--- config.mk ---
export PLATFORM = sky130hd
export DESIGN_NAME = cube_engine
export DESIGN_NICKNAME = d
export VERILOG_FILES = /design/src/logic/cube_pkg.sv /design/src/logic/cube_engine.sv /design/src/logic/cube_monitor.sv /design/src/logic/cube_turn.sv /design/src/logic/stream_fifo.sv
export SDC_FILE = /design/constraint.sdc
export NUM_CORES = 1
export LEC_CHECK = 0
export BUFFER_PORTS_ARGS = -buffer_cell sky130_fd_sc_hd__buf_2
export CORE_AREA = 3 3 292 294
export CTS_CLUSTER_DIAMETER = 50
export DETAILED_ROUTE_END_ITERATION = 7
export DIE_AREA = 0 0 295 297
export HOLD_SLACK_MARGIN = 0.12
export PLACE_DENSITY_LB_ADDON = 0.3
export SLEW_MARGIN = 5
export SYNTH_ARGS = -nofsm -noshare
export SYNTH_HDL_FRONTEND = slang
export SYNTH_SLANG_ARGS = --single-unit
export TNS_END_PERCENT = 30
--- constraint.sdc ---
create_clock -name clk -period 10.05 [get_ports clk]
set_input_delay 0.5025 -clock clk [delete_from_list [all_inputs] [get_ports clk]]
set_output_delay 0.5025 -clock clk [all_outputs]
set_load 0.02 [all_outputs]
--- src/logic/cube_pkg.sv ---
`default_nettype none

package cube_pkg;

  // Corner perm in the low bits and edge flips on top
  typedef struct packed {
    logic [11:0]      edge_flip;
    logic [11:0][3:0] edge_perm;
    logic [11:0][1:0] corner_twist;
    logic [11:0][2:0] corner_perm;  // Slots 4-7 unused
  } cube_state_t;

  typedef enum logic [3:0] {
    mv_stay    = 4'd0,
    mv_u       = 4'd1,
    mv_u_prime = 4'd2,
    mv_d       = 4'd3,
    mv_d_prime = 4'd4,
    mv_f       = 4'd5,
    mv_f_prime = 4'd6,
    mv_b       = 4'd7,
    mv_b_prime = 4'd8,
    mv_r       = 4'd9,
    mv_r_prime = 4'd10,
    mv_l       = 4'd11,
    mv_l_prime = 4'd12
  } move_t;

  typedef enum logic [1:0] {
    cmd_load   = 2'd0,
    cmd_turn   = 2'd1,
    cmd_report = 2'd2
  } cmd_kind_t;

  typedef struct packed {
    cmd_kind_t   kind;
    move_t       move;
    cube_state_t state;  // Load only
  } cube_cmd_t;

  typedef struct packed {
    cmd_kind_t   kind;
    logic        counted;
    cube_state_t state;
  } cube_step_t;

  typedef struct packed {
    cube_state_t state;
    logic        solved;
    logic [15:0] turns;
  } cube_report_t;

  localparam cube_state_t solved_state = '{
    edge_flip:    '0,
    edge_perm:    {4'd11, 4'd10, 4'd9, 4'd8, 4'd7, 4'd6,
                   4'd5, 4'd4, 4'd3, 4'd2, 4'd1, 4'd0},
    corner_twist: '0,
    corner_perm:  {3'd7, 3'd6, 3'd5, 3'd4, 3'd0, 3'd0,
                   3'd0, 3'd0, 3'd3, 3'd2, 3'd1, 3'd0}
  };

endpackage

`default_nettype wire

--- src/logic/cube_engine.sv ---
`timescale 1ns/1ps
`default_nettype none

module cube_engine #(
  parameter int CMD_DEPTH = 4,
  parameter int RPT_DEPTH = 2
) (
  input  logic                   clk,
  input  logic                   rst_n,
  input  logic                   cmd_valid,
  output logic                   cmd_ready,
  input  cube_pkg::cube_cmd_t    cmd,
  output logic                   rpt_valid,
  input  logic                   rpt_ready,
  output cube_pkg::cube_report_t rpt
);

  import cube_pkg::*;

  logic         q_cmd_valid;
  logic         q_cmd_ready;
  cube_cmd_t    q_cmd;
  logic         step_valid;
  logic         step_ready;
  cube_step_t   step;
  logic         mon_rpt_valid;
  logic         mon_rpt_ready;
  cube_report_t mon_rpt;

  stream_fifo #(
    .item_t (cube_cmd_t),
    .DEPTH  (CMD_DEPTH)
  ) u_cmd_fifo (
    .clk       (clk),
    .rst_n     (rst_n),
    .in_valid  (cmd_valid),
    .in_ready  (cmd_ready),
    .in_item   (cmd),
    .out_valid (q_cmd_valid),
    .out_ready (q_cmd_ready),
    .out_item  (q_cmd)
  );

  cube_turn u_turn (
    .clk        (clk),
    .rst_n      (rst_n),
    .cmd_valid  (q_cmd_valid),
    .cmd_ready  (q_cmd_ready),
    .cmd        (q_cmd),
    .step_valid (step_valid),
    .step_ready (step_ready),
    .step       (step)
  );

  cube_monitor u_monitor (
    .clk        (clk),
    .rst_n      (rst_n),
    .step_valid (step_valid),
    .step_ready (step_ready),
    .step       (step),
    .rpt_valid  (mon_rpt_valid),
    .rpt_ready  (mon_rpt_ready),
    .rpt        (mon_rpt)
  );

  stream_fifo #(
    .item_t (cube_report_t),
    .DEPTH  (RPT_DEPTH)
  ) u_rpt_fifo (
    .clk       (clk),
    .rst_n     (rst_n),
    .in_valid  (mon_rpt_valid),
    .in_ready  (mon_rpt_ready),
    .in_item   (mon_rpt),
    .out_valid (rpt_valid),
    .out_ready (rpt_ready),
    .out_item  (rpt)
  );

endmodule

`default_nettype wire

--- src/logic/cube_monitor.sv ---
`timescale 1ns/1ps
`default_nettype none

module cube_monitor (
  input  logic                   clk,
  input  logic                   rst_n,
  input  logic                   step_valid,
  output logic                   step_ready,
  input  cube_pkg::cube_step_t   step,
  output logic                   rpt_valid,
  input  logic                   rpt_ready,
  output cube_pkg::cube_report_t rpt
);

  import cube_pkg::*;

  logic [15:0] count_q;
  logic        is_report;
  logic        take;
  logic        solved;

  assign is_report  = (step.kind == cmd_report);
  assign step_ready = !is_report || rpt_ready;  // Only reports can stall
  assign take       = step_valid && step_ready;
  assign rpt_valid  = step_valid && is_report;

  always_comb begin
    cube_state_t masked;
    masked = step.state;
    for (int i = 4; i < 8; i++) begin
      masked.corner_perm[i]  = '0;
      masked.corner_twist[i] = '0;
    end
    solved = (masked == solved_state);
  end

  always_ff @(posedge clk or negedge rst_n) begin
    if (!rst_n) begin
      count_q <= '0;
    end else if (take) begin
      if (step.kind == cmd_load) begin
        count_q <= '0;
      end else if (step.counted && (count_q != '1)) begin
        count_q <= count_q + 1'b1;  // Saturates
      end
    end
  end

  assign rpt = '{state: step.state, solved: solved, turns: count_q};

endmodule

`default_nettype wire

--- src/logic/cube_turn.sv ---
`timescale 1ns/1ps
`default_nettype none

module cube_turn (
  input  logic                 clk,
  input  logic                 rst_n,
  input  logic                 cmd_valid,
  output logic                 cmd_ready,
  input  cube_pkg::cube_cmd_t  cmd,
  output logic                 step_valid,
  input  logic                 step_ready,
  output cube_pkg::cube_step_t step
);

  import cube_pkg::*;

  cube_state_t state_q;
  cube_state_t state_d;
  cmd_kind_t   kind_q;
  logic        counted_q;
  logic        take;

  // 0 -> 1 -> 2 -> 0
  function automatic logic [1:0] twist_cw(input logic [1:0] t);
    return {t[0], ~|t};
  endfunction

  // 0 -> 2 -> 1 -> 0
  function automatic logic [1:0] twist_ccw(input logic [1:0] t);
    return {~|t, t[1]};
  endfunction

  // Piece in slot c[k] moves to slot c[k+1] around a 4-cycle
  function automatic cube_state_t apply_turn(input cube_state_t s, input move_t m);
    cube_state_t     n;
    logic [0:3][3:0] cc;
    logic [0:3][3:0] ec;
    logic            twist;
    logic            flip;
    logic [3:0]      src;
    logic [3:0]      dst;
    n     = s;
    cc    = '0;
    ec    = '0;
    twist = 1'b0;
    flip  = 1'b0;
    case (m)
      mv_u: begin
        cc = {4'd0, 4'd1, 4'd2, 4'd3};
        ec = {4'd0, 4'd1, 4'd2, 4'd3};
      end
      mv_u_prime: begin
        cc = {4'd0, 4'd3, 4'd2, 4'd1};
        ec = {4'd0, 4'd3, 4'd2, 4'd1};
      end
      mv_d: begin
        cc = {4'd8, 4'd11, 4'd10, 4'd9};
        ec = {4'd8, 4'd11, 4'd10, 4'd9};
      end
      mv_d_prime: begin
        cc = {4'd8, 4'd9, 4'd10, 4'd11};
        ec = {4'd8, 4'd9, 4'd10, 4'd11};
      end
      mv_f: begin
        cc    = {4'd2, 4'd10, 4'd11, 4'd3};
        ec    = {4'd2, 4'd6, 4'd10, 4'd7};
        twist = 1'b1;
        flip  = 1'b1;
      end
      mv_f_prime: begin
        cc    = {4'd2, 4'd3, 4'd11, 4'd10};
        ec    = {4'd2, 4'd7, 4'd10, 4'd6};
        twist = 1'b1;
        flip  = 1'b1;
      end
      mv_b: begin
        cc    = {4'd0, 4'd8, 4'd9, 4'd1};
        ec    = {4'd0, 4'd4, 4'd8, 4'd5};
        twist = 1'b1;
        flip  = 1'b1;
      end
      mv_b_prime: begin
        cc    = {4'd0, 4'd1, 4'd9, 4'd8};
        ec    = {4'd0, 4'd5, 4'd8, 4'd4};
        twist = 1'b1;
        flip  = 1'b1;
      end
      mv_r: begin
        cc    = {4'd1, 4'd9, 4'd10, 4'd2};
        ec    = {4'd1, 4'd5, 4'd9, 4'd6};
        twist = 1'b1;
      end
      mv_r_prime: begin
        cc    = {4'd1, 4'd2, 4'd10, 4'd9};
        ec    = {4'd1, 4'd6, 4'd9, 4'd5};
        twist = 1'b1;
      end
      mv_l: begin
        cc    = {4'd3, 4'd11, 4'd8, 4'd0};
        ec    = {4'd3, 4'd7, 4'd11, 4'd4};
        twist = 1'b1;
      end
      mv_l_prime: begin
        cc    = {4'd3, 4'd0, 4'd8, 4'd11};
        ec    = {4'd3, 4'd4, 4'd11, 4'd7};
        twist = 1'b1;
      end
      default: return s;  // Stay and spare codes
    endcase
    for (int k = 0; k < 4; k++) begin
      src = cc[k];
      dst = cc[(k + 1) % 4];
      n.corner_perm[dst] = s.corner_perm[src];
      if (!twist) begin
        n.corner_twist[dst] = s.corner_twist[src];
      end else if (k % 2 == 0) begin
        n.corner_twist[dst] = twist_cw(s.corner_twist[src]);
      end else begin
        n.corner_twist[dst] = twist_ccw(s.corner_twist[src]);
      end
      src = ec[k];
      dst = ec[(k + 1) % 4];
      n.edge_perm[dst] = s.edge_perm[src];
      n.edge_flip[dst] = s.edge_flip[src] ^ flip;
    end
    return n;
  endfunction

  assign cmd_ready = !step_valid || step_ready;
  assign take      = cmd_valid && cmd_ready;

  always_comb begin
    case (cmd.kind)
      cmd_load: state_d = cmd.state;
      cmd_turn: state_d = apply_turn(state_q, cmd.move);
      default:  state_d = state_q;  // Report leaves state alone
    endcase
  end

  always_ff @(posedge clk or negedge rst_n) begin
    if (!rst_n) begin
      state_q    <= '0;
      step_valid <= 1'b0;
    end else begin
      if (take) begin
        state_q <= state_d;
      end
      if (cmd_ready) begin
        step_valid <= cmd_valid;
      end
    end
  end

  always_ff @(posedge clk) begin
    if (take) begin
      kind_q    <= cmd.kind;
      counted_q <= (cmd.kind == cmd_turn) && (cmd.move != mv_stay) &&
                   (cmd.move <= mv_l_prime);
    end
  end

  assign step = '{kind: kind_q, counted: counted_q, state: state_q};

endmodule

`default_nettype wire

--- src/logic/stream_fifo.sv ---
`timescale 1ns/1ps
`default_nettype none

module stream_fifo #(
  parameter type item_t = logic [7:0],
  parameter int DEPTH = 4
) (
  input  logic  clk,
  input  logic  rst_n,
  input  logic  in_valid,
  output logic  in_ready,
  input  item_t in_item,
  output logic  out_valid,
  input  logic  out_ready,
  output item_t out_item
);

  localparam int PTR_W = (DEPTH > 1) ? $clog2(DEPTH) : 1;
  localparam logic [PTR_W-1:0] LAST_PTR = PTR_W'(DEPTH - 1);
  localparam logic [PTR_W:0] FULL_COUNT = (PTR_W + 1)'(DEPTH);

  item_t            mem [DEPTH];
  logic [PTR_W-1:0] wr_ptr;
  logic [PTR_W-1:0] rd_ptr;
  logic [PTR_W:0]   count;
  logic             push;
  logic             pop;

  assign out_valid = (count != '0);
  assign in_ready  = (count != FULL_COUNT) || out_ready;  // Full but draining
  assign push      = in_valid && in_ready;
  assign pop       = out_valid && out_ready;
  assign out_item  = mem[rd_ptr];

  always_ff @(posedge clk) begin
    if (push) begin
      mem[wr_ptr] <= in_item;
    end
  end

  always_ff @(posedge clk or negedge rst_n) begin
    if (!rst_n) begin
      wr_ptr <= '0;
      rd_ptr <= '0;
      count  <= '0;
    end else begin
      if (push) begin
        wr_ptr <= (wr_ptr == LAST_PTR) ? '0 : wr_ptr + 1'b1;
      end
      if (pop) begin
        rd_ptr <= (rd_ptr == LAST_PTR) ? '0 : rd_ptr + 1'b1;
      end
      case ({push, pop})
        2'b10:   count <= count + 1'b1;
        2'b01:   count <= count - 1'b1;
        default: count <= count;
      endcase
    end
  end

endmodule

`default_nettype wire

# After elaboration in Yosys (flattened, before gate mapping)
# Memories as Yosys holds them, arrays and structs flattened.
# Index checks and enable logic that the tools add are counted.
[classes]
n_addsub = 9
n_lt_le_gt_ge = 17
n_eq_ne = 25
muxes = 118
n_bitwise = 4
reduce_logical = 45
[op_table]
columns = ["cell", "n"]
rows = [
  ["$pmux 16 s12", 2],
  ["$mux 24", 10],
  ["$pmux 120 s2", 1],
  ["$bwmux 24", 8],
  ["$bwmux 48", 4],
  ["$bwmux 36", 4],
  ["$mux 120", 1],
  ["$eq 100x88->1 const B", 1],
  ["$bmux 4 s4", 4],
  ["$demux 4 s4", 4],
  ["$mux 16", 4],
  ["$bmux 3 s4", 4],
  ["$bwmux 12", 4],
  ["$demux 3 s4", 4],
  ["$lt 4x5->1 const B", 8],
  ["$bmux 2 s4", 4],
  ["$demux 2 s4", 4],
  ["$ge 4x1->1 const B", 8],
  ["$mux 4", 8],
  ["$mux 3", 8],
  ["$eq 4x4->1 const B", 5],
  ["$mux 1", 20],
  ["$mux 2", 10],
  ["$logic_and 1x1->1", 17],
  ["other kinds (32)", 71],
]
[word_totals]
ff_bits = 151
ramBits = 778
input_bits = 130
elab_cells = 267
n_memories = 2
[memory_table]
columns = ["memory", "words", "width", "read_ports", "rd_clocked_by_memory_dff", "wr", "line_no", "rtl"]
rows = [
  ["u_cmd_fifo.mem", 4, 126, 1, 0, 1, "stream_fifo.sv:22", "item_t mem [DEPTH];"],
  ["u_rpt_fifo.mem", 2, 137, 1, 0, 1, "stream_fifo.sv:22", ""],
]

# Logic depth before layout (Yosys ltp)
# Gate-level depths: netlist of the first run.
# An unclocked memory read counts as a cell.
[logic_depth]
ltp_word = 24
ltp_mapped = 15
depth_no_buf = 10

# By module
# A second synthesis of the first run with hierarchy kept.
[unflattened]
hier_cells = 3080
area_unflattened_um2 = 43486.7
[modules_own_cells]
columns = ["module", "instances", "cells_per_inst", "area_per_inst_um2", "seq_area_each_um2"]
rows = [
  ["stream_fifo (u_cmd_fifo)", 1, 701, 18587.8, 15309.7],
  ["cube_turn", 1, 1653, 12474.5, 3118.0],
  ["stream_fifo (u_rpt_fifo)", 1, 443, 10134.7, 8328.0],
  ["cube_monitor", 1, 283, 2289.7, 400.4],
]

# Worst setup path after synthesis of the first run
# No wires, ideal clock.
[synth_timing]
path_type = "flip-flop to flip-flop"
from = "register u_turn.kind_q[0]"
to = "memory u_rpt_fifo.mem[0][0] in the netlist's numbering (enable)"
t_arrival_ns = 6.443
path_slack_ns = 2.973
path_stages_with_launch = 4
path_buffers = 0
synth_period_minus_slack_ns = 7.077
cell_sequence = "edfxtp_1 and3b_1 nand2_1 nor2_1"
[synth_via]
elab_chain_len = 5
[synth_lines]
columns = ["item", "line_no", "rtl"]
rows = [
  ["start, declared", "cube_turn.sv:19", "cmd_kind_t kind_q;"],
  ["start signal, assigned", "cube_turn.sv:156", "kind_q <= cmd.kind;"],
  ["$eq 2x2->1", "cube_monitor.sv:22", "assign is_report = (step.kind == cmd_report);"],
  ["$logic_and 1x1->1", "cube_monitor.sv:25", "assign rpt_valid = step_valid && is_report;"],
  ["$logic_and 1x1->1", "stream_fifo.sv:31", "assign push = in_valid && in_ready;"],
  ["$mux 1", "stream_fifo.sv:36", "if (push) begin"],
  ["$mux 1 (implied by the code)", "stream_fifo.sv:37", "mem[wr_ptr] <= in_item;"],
  ["end, declared", "stream_fifo.sv:22", ""],
]
# Every way passes these cells.

# Worst setup path in the final report of the first run
[layout_timing]
from = "register u_cmd_fifo.rd_ptr[1]"
to = "register u_turn.state_q (netlist bit u_turn.step[74])"
[layout_via]
elab_chain_len = 14
elab_cells_between_ends = 57
cone_classes = "8 x order compare; 14 x eq/ne; 26 x mux; 8 x reduce/logical; 1 x memory"
[layout_lines]
columns = ["item", "line_no", "rtl"]
rows = [
  ["start, declared", "stream_fifo.sv:24", "logic [PTR_W-1:0] rd_ptr;"],
  ["start signal, assigned", "stream_fifo.sv:51", "rd_ptr <= (rd_ptr == LAST_PTR) ? '0 : rd_ptr + 1'b1;"],
  ["$mem_v2 4x126 (*)", "-", ""],
  ["$eq 4x4->1 (tied with other cells)", "cube_turn.sv:47", "case (m)"],
  ["$pmux 16 s12", "cube_turn.sv:47", ""],
  ["$mux 16", "cube_turn.sv:133", "case (cmd.kind)"],
  ["$lt 4x5->1 (implied by the code) / $ge 4x1->1 (equally long branches)", "cube_turn.sv:123", "n.edge_perm[dst] = s.edge_perm[src];"],
  ["$logic_and 1x1->1 (implied by the code)", "cube_turn.sv:123", ""],
  ["$mux 4 (implied by the code)", "cube_turn.sv:123", ""],
  ["$demux 4 s4", "-", ""],
  ["$bwmux 48 (4 in a row)", "cube_turn.sv:123", ""],
  ["$mux 120", "cube_turn.sv:110", "for (int k = 0; k < 4; k++) begin"],
  ["$pmux 120 s2", "cube_turn.sv:133", ""],
  ["end signal, assigned", "cube_turn.sv:146", "state_q <= state_d;"],
  ["end, declared", "cube_turn.sv:17", "cube_state_t state_q;"],
]
# Every way passes the cells marked *; elsewhere a longest branch is shown, timed or not. The select of a mux whose other input is x is not followed.
# A chain may end at the register's enable or synchronous reset.

==> results of run 1 <==
==> flip-flops by register name, summed over array words and instances (netlist names), 2 cells and up <==
| register | cells |
|---|---|
| u_cmd_fifo.mem | 504 |
| u_turn.step | 120 |
| u_rpt_fifo.mem | 274 |
| u_cmd_fifo.count | 3 |
| u_rpt_fifo.count | 2 |
| u_cmd_fifo.wr_ptr | 2 |
| u_turn.kind_q | 2 |
| u_cmd_fifo.rd_ptr | 2 |
| u_monitor.count_q | 16 |
==> metrics by stage <==
step | area (µm²) | util | setup WS (ps) | cells | hold WS [ps]
after global placement | 44000 | 0.529 | 4140 | 4068 | 450
after global routing | 48700 | 0.586 | 3820 | 4389 | 292
after CTS | 48700 | 0.586 | 4010 | 4389 | 216
after detailed placement | 44000 | 0.529 | 4040 | 4068 | 461
final | 48700 | 0.586 | 3670 | 4391 | 268
after floorplan | 41500 | - | 2970 | 2835 | 207
==> synth_stat cells (all sizes together) (10+ instances only) <==
library cell / n
nor3b: 10
o22ai: 47
buf: 84
and2: 10
nand3: 32
o31ai: 25
clkbuf: 110
a32oi: 13
a31oi: 22
a2bb2oi: 13
o221ai: 19
dfrtp: 148
nand2b: 16
edfxtp: 781
nor4: 18
nand2: 254
o211ai: 26
a211oi: 33
a221oi: 38
xnor2: 19
nor2b: 12
o21ai: 127
mux4: 126
mux2: 153
a22oi: 34
or3: 12
nor3: 45
nand4: 15
nor2: 163
inv: 34
a21oi: 128
mux2i: 40
a22o: 15
and3: 28
==> layer usage <==
layer,up-vias,share of wire
met3,391,0.11
met1,15300,0.41
met4,8,0.044
met2,1962,0.43
met5,-,0.00035
li1,12100,-
==> cells in the final DEF, fill, tap and decap left out, drive strengths merged, types with 40 or more instances in the layout <==
| cell | n |
|---|---|
| mux2 | 153 |
| o22ai | 47 |
| nor2 | 163 |
| inv | 49 |
| nor3 | 45 |
| a21oi | 128 |
| nand2 | 254 |
| mux4 | 126 |
| clkbuf | 136 |
| o21ai | 127 |
| mux2i | 40 |
| dfrtp | 148 |
| buf | 347 |
| edfxtp | 781 |
| dlygate4sd3 | 128 |
==> worst paths after layout <==
path	from	slack (ps)	endpoint	cells past startpoint
min in group asynchronous	rst_n	520	u_turn.step[50]	2
max reg2reg	u_cmd_fifo.rd_ptr[1]	3670	u_turn.step[74]	8
min reg2reg	u_turn.step[22]	480	u_rpt_fifo.mem[0][39]	0
max	u_cmd_fifo.rd_ptr[1]	3670	u_turn.step[74]	8
min	cmd_valid	270	u_cmd_fifo.wr_ptr[0]	3
max in group asynchronous	rst_n	7840	u_turn.step[112]	3
==> logic make-up (layout without fill, tap and decap cells) <==
family	after synthesis	count (layout)
flip-flops	929	929
AND/OR/NAND/NOR	662	662
AO/OA/AOI/OAI	657	657
multiplexers	319	319
buffers and inverters	228	702
XOR/XNOR	28	28
adder cells (fa/ha/maj)	12	12
other	0	2
==> timing repair <==
action,4_1_cts,5_1_grt
gates resized for setup,0,0
hold endpoints to repair,591,0
hold buffers,128,0
==> critical path: cells and delay by family, from the launching register on <==
family | cells | cell delay [ps]
AOI/OAI and AO/OA | 2 | 1380
buffers and inverters | 2 | 1160
DFF | 1 | 760
muxes | 1 | 980
and+or+nand+nor | 3 | 1890
==> layout make-up <==
cell class                      instances  area (µm²)
Fill cell                            6414       34400
Sequential cell                       929       27200
Multi-Input combinational cell       1678       13400
Timing Repair Buffer                  475        3250
Clock buffer                          136        2730
Tap cell                             1080        1350
Clock inverter                         57         717
Inverter                               34         128
Antenna cell                            2        5.00
==> out/results.tsv, run 1 <==
metric	value	unit
synthXorXnorAreaFrac	0.00628	
yosysSeqAreaShare	0.655	
outcome	complete, but fails checks	
grt_pass1_vias	29400	
synth_compound_area_frac	0.112	
synth_area_leaders	edfxtp_1, dfrtp_1, mux4_2	
grt.busiest_layer	met1	
synth_top_area_share	0.566	
min_period	6380	ps
yosys.area_share.adder	0.00365	
grtUsageMet3	0.114	
clockBufferDepth	3	
required	10580	ps
tightest_slew	1510	ps
use_met1	0.527	
routabilityCongestion	1.07	
drc	1	
skew	42.2	ps
worst-path-max-fanout	54	
grt_max_degree	94	
post-cts-setup-buffer-count	0	
cts_root_buf	clkbuf_16	
violations	design-rule violations, max-capacitance violations, max-slew violations	
cp-start-kind	flip-flop	
fin_nets	3360	
die_x	295	µm
clock_latency	700	ps
crit_path_end_kind	flip-flop	
setup_viol	0	
synth-simple-area-share	0.0781	
drt_wl_total	161000	µm
synthMuxAreaShare	0.120	
antenna_found_initial	8	
cts_htree_levels	3	
cts_tree	yes	
crit_type	flip-flop to flip-flop	
slew_headroom	-0.00881	
drive_gt1_frac	0.260	
tns	0	ps
grtUsageMet2	0.521	
rsz0062_at_grt	no	
async_reset_ff_frac	0.159	
max_cap_viol_count	1	
area_growth	17.6	%
crit_top_cell	buf_4	
wl_per_cell	36.7	µm
rows	106	
io_buffers	268	
slew_violations	8	
first_pass_iters	8	
post_drt_via_cell_ratio	6.76	
cp_slowest_stage_delay	1200	ps
pin_count	269	
synthCells	2835	
synth_top_family_by_area	multiplexers	
arrival	6910	ps
yosysTopAreaCell	edfxtp_1	
vias	29700	
numClockSinks	929	
post_synth.cell_area_avg	14.6	µm²
ys_warn_count	0	
cts_buffers	103	
hold_viol	0	
hp-class	input port to flip-flop	
clk_pin_slew_worst_paths	60	ps
synth_edf_count	781	
grt_usage	0.366	
synth_nets	2974	
timing.critical_path.cells	buf_4 > mux4_4 > buf_4 > or2_2 > nor2_1 > o21ai_0 > a2111oi_0 > nor3_1	
ys_ff_latch	929	
initial_utilization	0.499	
clock.fmax	157	MHz
cp_slowest_cell	nor2_1	
dp_hpwl	109000	µm
fin_crit_sh	0.635	
grt.overflow.total	0	
ys.flop_type	edfxtp_1	
grt_first_pass_wirelength	227000	µm
first_iter_violations	4314	
die-area	0.0876	mm²
coreArea	0.0832	mm²
syn_area	0.0415	mm²
ys_types	114	
dieHeight	297	µm
postRouteAntennaNets	0	
Power of run 1 is left out: the tool's default activity adds up to more than one toggle a clock period on the data nets, which glitch-free logic cannot reach.
==> run 2: changes to the inputs <==
==> constraint.sdc (replaced) <==
create_clock -name clk -period 6.4 [get_ports clk]
set_input_delay 0.32 -clock clk [delete_from_list [all_inputs] [get_ports clk]]
set_output_delay 0.32 -clock clk [all_outputs]
set_load 0.02 [all_outputs]
==> run 2 against run 1 <==
The flow finishes with violations (design-rule violations); critical path depth up 2; die area unchanged; setup slack got worse by 2900 ps; first-iteration DRC count grew 2.9%; non-clock buffer count rose by 73; hold slack gained 43 ps; sequential share of layout area decreased by 0.62 points; sequential cell count stayed put; clock skew up 36 ps; critical path type unchanged; critical endpoint is now u_turn.step[65]; largest cell class unchanged; highest routed layer unchanged.
==> out/results.tsv, run 2 (synthesized netlist as in run 1, its figures left out) <==
metric	value	unit	change
area_growth	18.9	%	was 17.6%
dieHeight	297	µm	unchanged
fin_nets	3435		was 3360
clock_latency	720	ps	was 700 ps
cts_buffers	105		was 103
largest_register_ffs	504		unchanged
setup_ws	810	ps	was 3670 ps
tns	0	ps	unchanged
final_common_cell	edfxtp_1		unchanged
outcome	complete, but fails checks		unchanged
crit_path_end_kind	flip-flop		unchanged
fin_crit_sh	0.873		was 0.635
drc	5		was 1
critPathCapture	u_turn.step[65]		was u_turn.step[74]
clk_pin_slew_worst_paths	60	ps	about the same
cts_root_buf	clkbuf_16		unchanged
grt_first_pass_wirelength	233000	µm	was 227000 µm
grt_max_degree	138		was 94
drt_wl_total	166000	µm	was 161000 µm
io_buffers	268		unchanged
tightest_slew	1450	ps	was 1510 ps
r2r_cells	10		was 8
rows	106		unchanged
cp_slowest_stage_delay	1100	ps	was 1200 ps
dpl_worst_slack	1150	ps	was 4040 ps
slew_headroom	0.0260		was -0.00881
hp-class	input port to asynchronous set/reset pin		was input port to flip-flop
hold_viol	0		unchanged
critPathBufInv	2		unchanged
antenna_found_initial	6		was 8
routabilityCongestion	1.09		was 1.07
first_iter_violations	4438		was 4314
skew	78.4	ps	was 42.2 ps
first_pass_iters	8		unchanged
pin_count	269		unchanged
dp_hpwl	115000	µm	was 109000 µm
numClockSinks	929		unchanged
clockBufferDepth	3		unchanged
regToRegSetupSlack	810	ps	was 3670 ps
cp_slowest_cell	mux4_4		was nor2_1
critical_path.top_delay_family	compound AO/OA/AOI/OAI gates		was simple AND/OR/NAND/NOR gates
crit_type	flip-flop to flip-flop		unchanged
violations	design-rule violations		was design-rule violations, max-capacitance violations, max-slew violations
cts.repair.resized	0		unchanged
min_period	5590	ps	was 6380 ps
cp.depth	10		was 8
post_drt_via_cell_ratio	6.77		was 6.76
wl_per_cell	37.1	µm	was 36.7 µm
grt.overflow.total	0		unchanged
reg2reg_to	u_turn.step[65]		was u_turn.step[74]
postRouteAntennaNets	0		unchanged
required	6990	ps	was 10580 ps
rsz0062_at_grt	no		unchanged
whs	311	ps	was 268 ps
regToRegStartpoint	u_cmd_fifo.rd_ptr[0]		was u_cmd_fifo.rd_ptr[1]
cp-start-kind	flip-flop		unchanged
cts_tree	yes		unchanged
timing.critical_path.cells	mux4_4 > buf_4 > o211ai_2 > nand2_1 > a21oi_4 > buf_4 > o21ai_0 > nor2_1 > o221ai_1 > o221a_2		was buf_4 > mux4_4 > buf_4 > or2_2 > nor2_1 > o21ai_0 > a2111oi_0 > nor3_1
grt_usage	0.377		was 0.366
largest-register	u_cmd_fifo.mem		unchanged
setup_viol	0		unchanged
drive_gt1_frac	0.277		was 0.260
final_cell_mix	edfxtp_1, buf_2, nand2_1		unchanged
die-area	0.0876	mm²	unchanged
die_x	295	µm	unchanged
vias	30200		was 29700
slew_violations	0		was 8
cts_htree_levels	3		unchanged
crit_start	u_cmd_fifo.rd_ptr[0]		was u_cmd_fifo.rd_ptr[1]
clock.fmax	179	MHz	was 157 MHz
max_cap_viol_count	0		was 1
crit_top_cell	buf_4		unchanged
coreArea	0.0832	mm²	unchanged
initial_utilization	0.499		unchanged
post-cts-setup-buffer-count	0		unchanged
arrival	6180	ps	was 6910 ps
grt_pass1_vias	30200		was 29400
worst-path-max-fanout	57		was 54
-- run 2: how the worst min path moves through the flow --
stage	from	to	slack, ps
finish	rst_n	u_turn.step[13]	310
global route	cmd[83]	u_cmd_fifo.mem[0][83]	360
CTS	rst_n	u_turn.step[49]	310
detailed placement	u_turn.step[22]	u_rpt_fifo.mem[0][39]	460
global placement	u_turn.step[14]	u_rpt_fifo.mem[0][31]	460
floorplan	rst_n	u_cmd_fifo.count[0]	20
-- run 2: area by class of cell --
class                           instances  area (µm²)
Clock inverter                         56         616
Timing Repair Buffer                  548        3850
Antenna cell                            1        2.50
Fill cell                            6326       33900
Inverter                               34         128
Tap cell                             1080        1350
Multi-Input combinational cell       1678       13400
Sequential cell                       929       27200
Clock buffer                          138        2810
-- run 2: through the flow --
step           instance area [µm²]  instances   util
2_1_floorplan                41500       2835      -
3_3_place_gp                 44600       4140  0.536
3_5_place_dp                 44600       4140  0.536
4_1_cts                      49300       4463  0.593
5_1_grt                      49300       4463  0.593
6_report                     49300       4464  0.593
-- run 2: layer usage --
| metal | vias to the layer above | part of all wire | track usage |
|---|---|---|---|
| met5 | - | 0.00014 | 0.00166 |
| met4 | 4 | 0.048 | 0.148 |
| met3 | 441 | 0.12 | 0.117 |
| met2 | 2177 | 0.43 | 0.543 |
| met1 | 15400 | 0.40 | 0.538 |
| li1 | 12200 | - | - |
-- run 2: what timing repair did --
| action | 4_1_cts | 5_1_grt |
|---|---|---|
| hold endpoints to repair | 585 | 0 |
| hold buffers | 129 | 0 |
| setup endpoints to repair | 0 | 0 |
Power of run 2 is left out for the same reason.
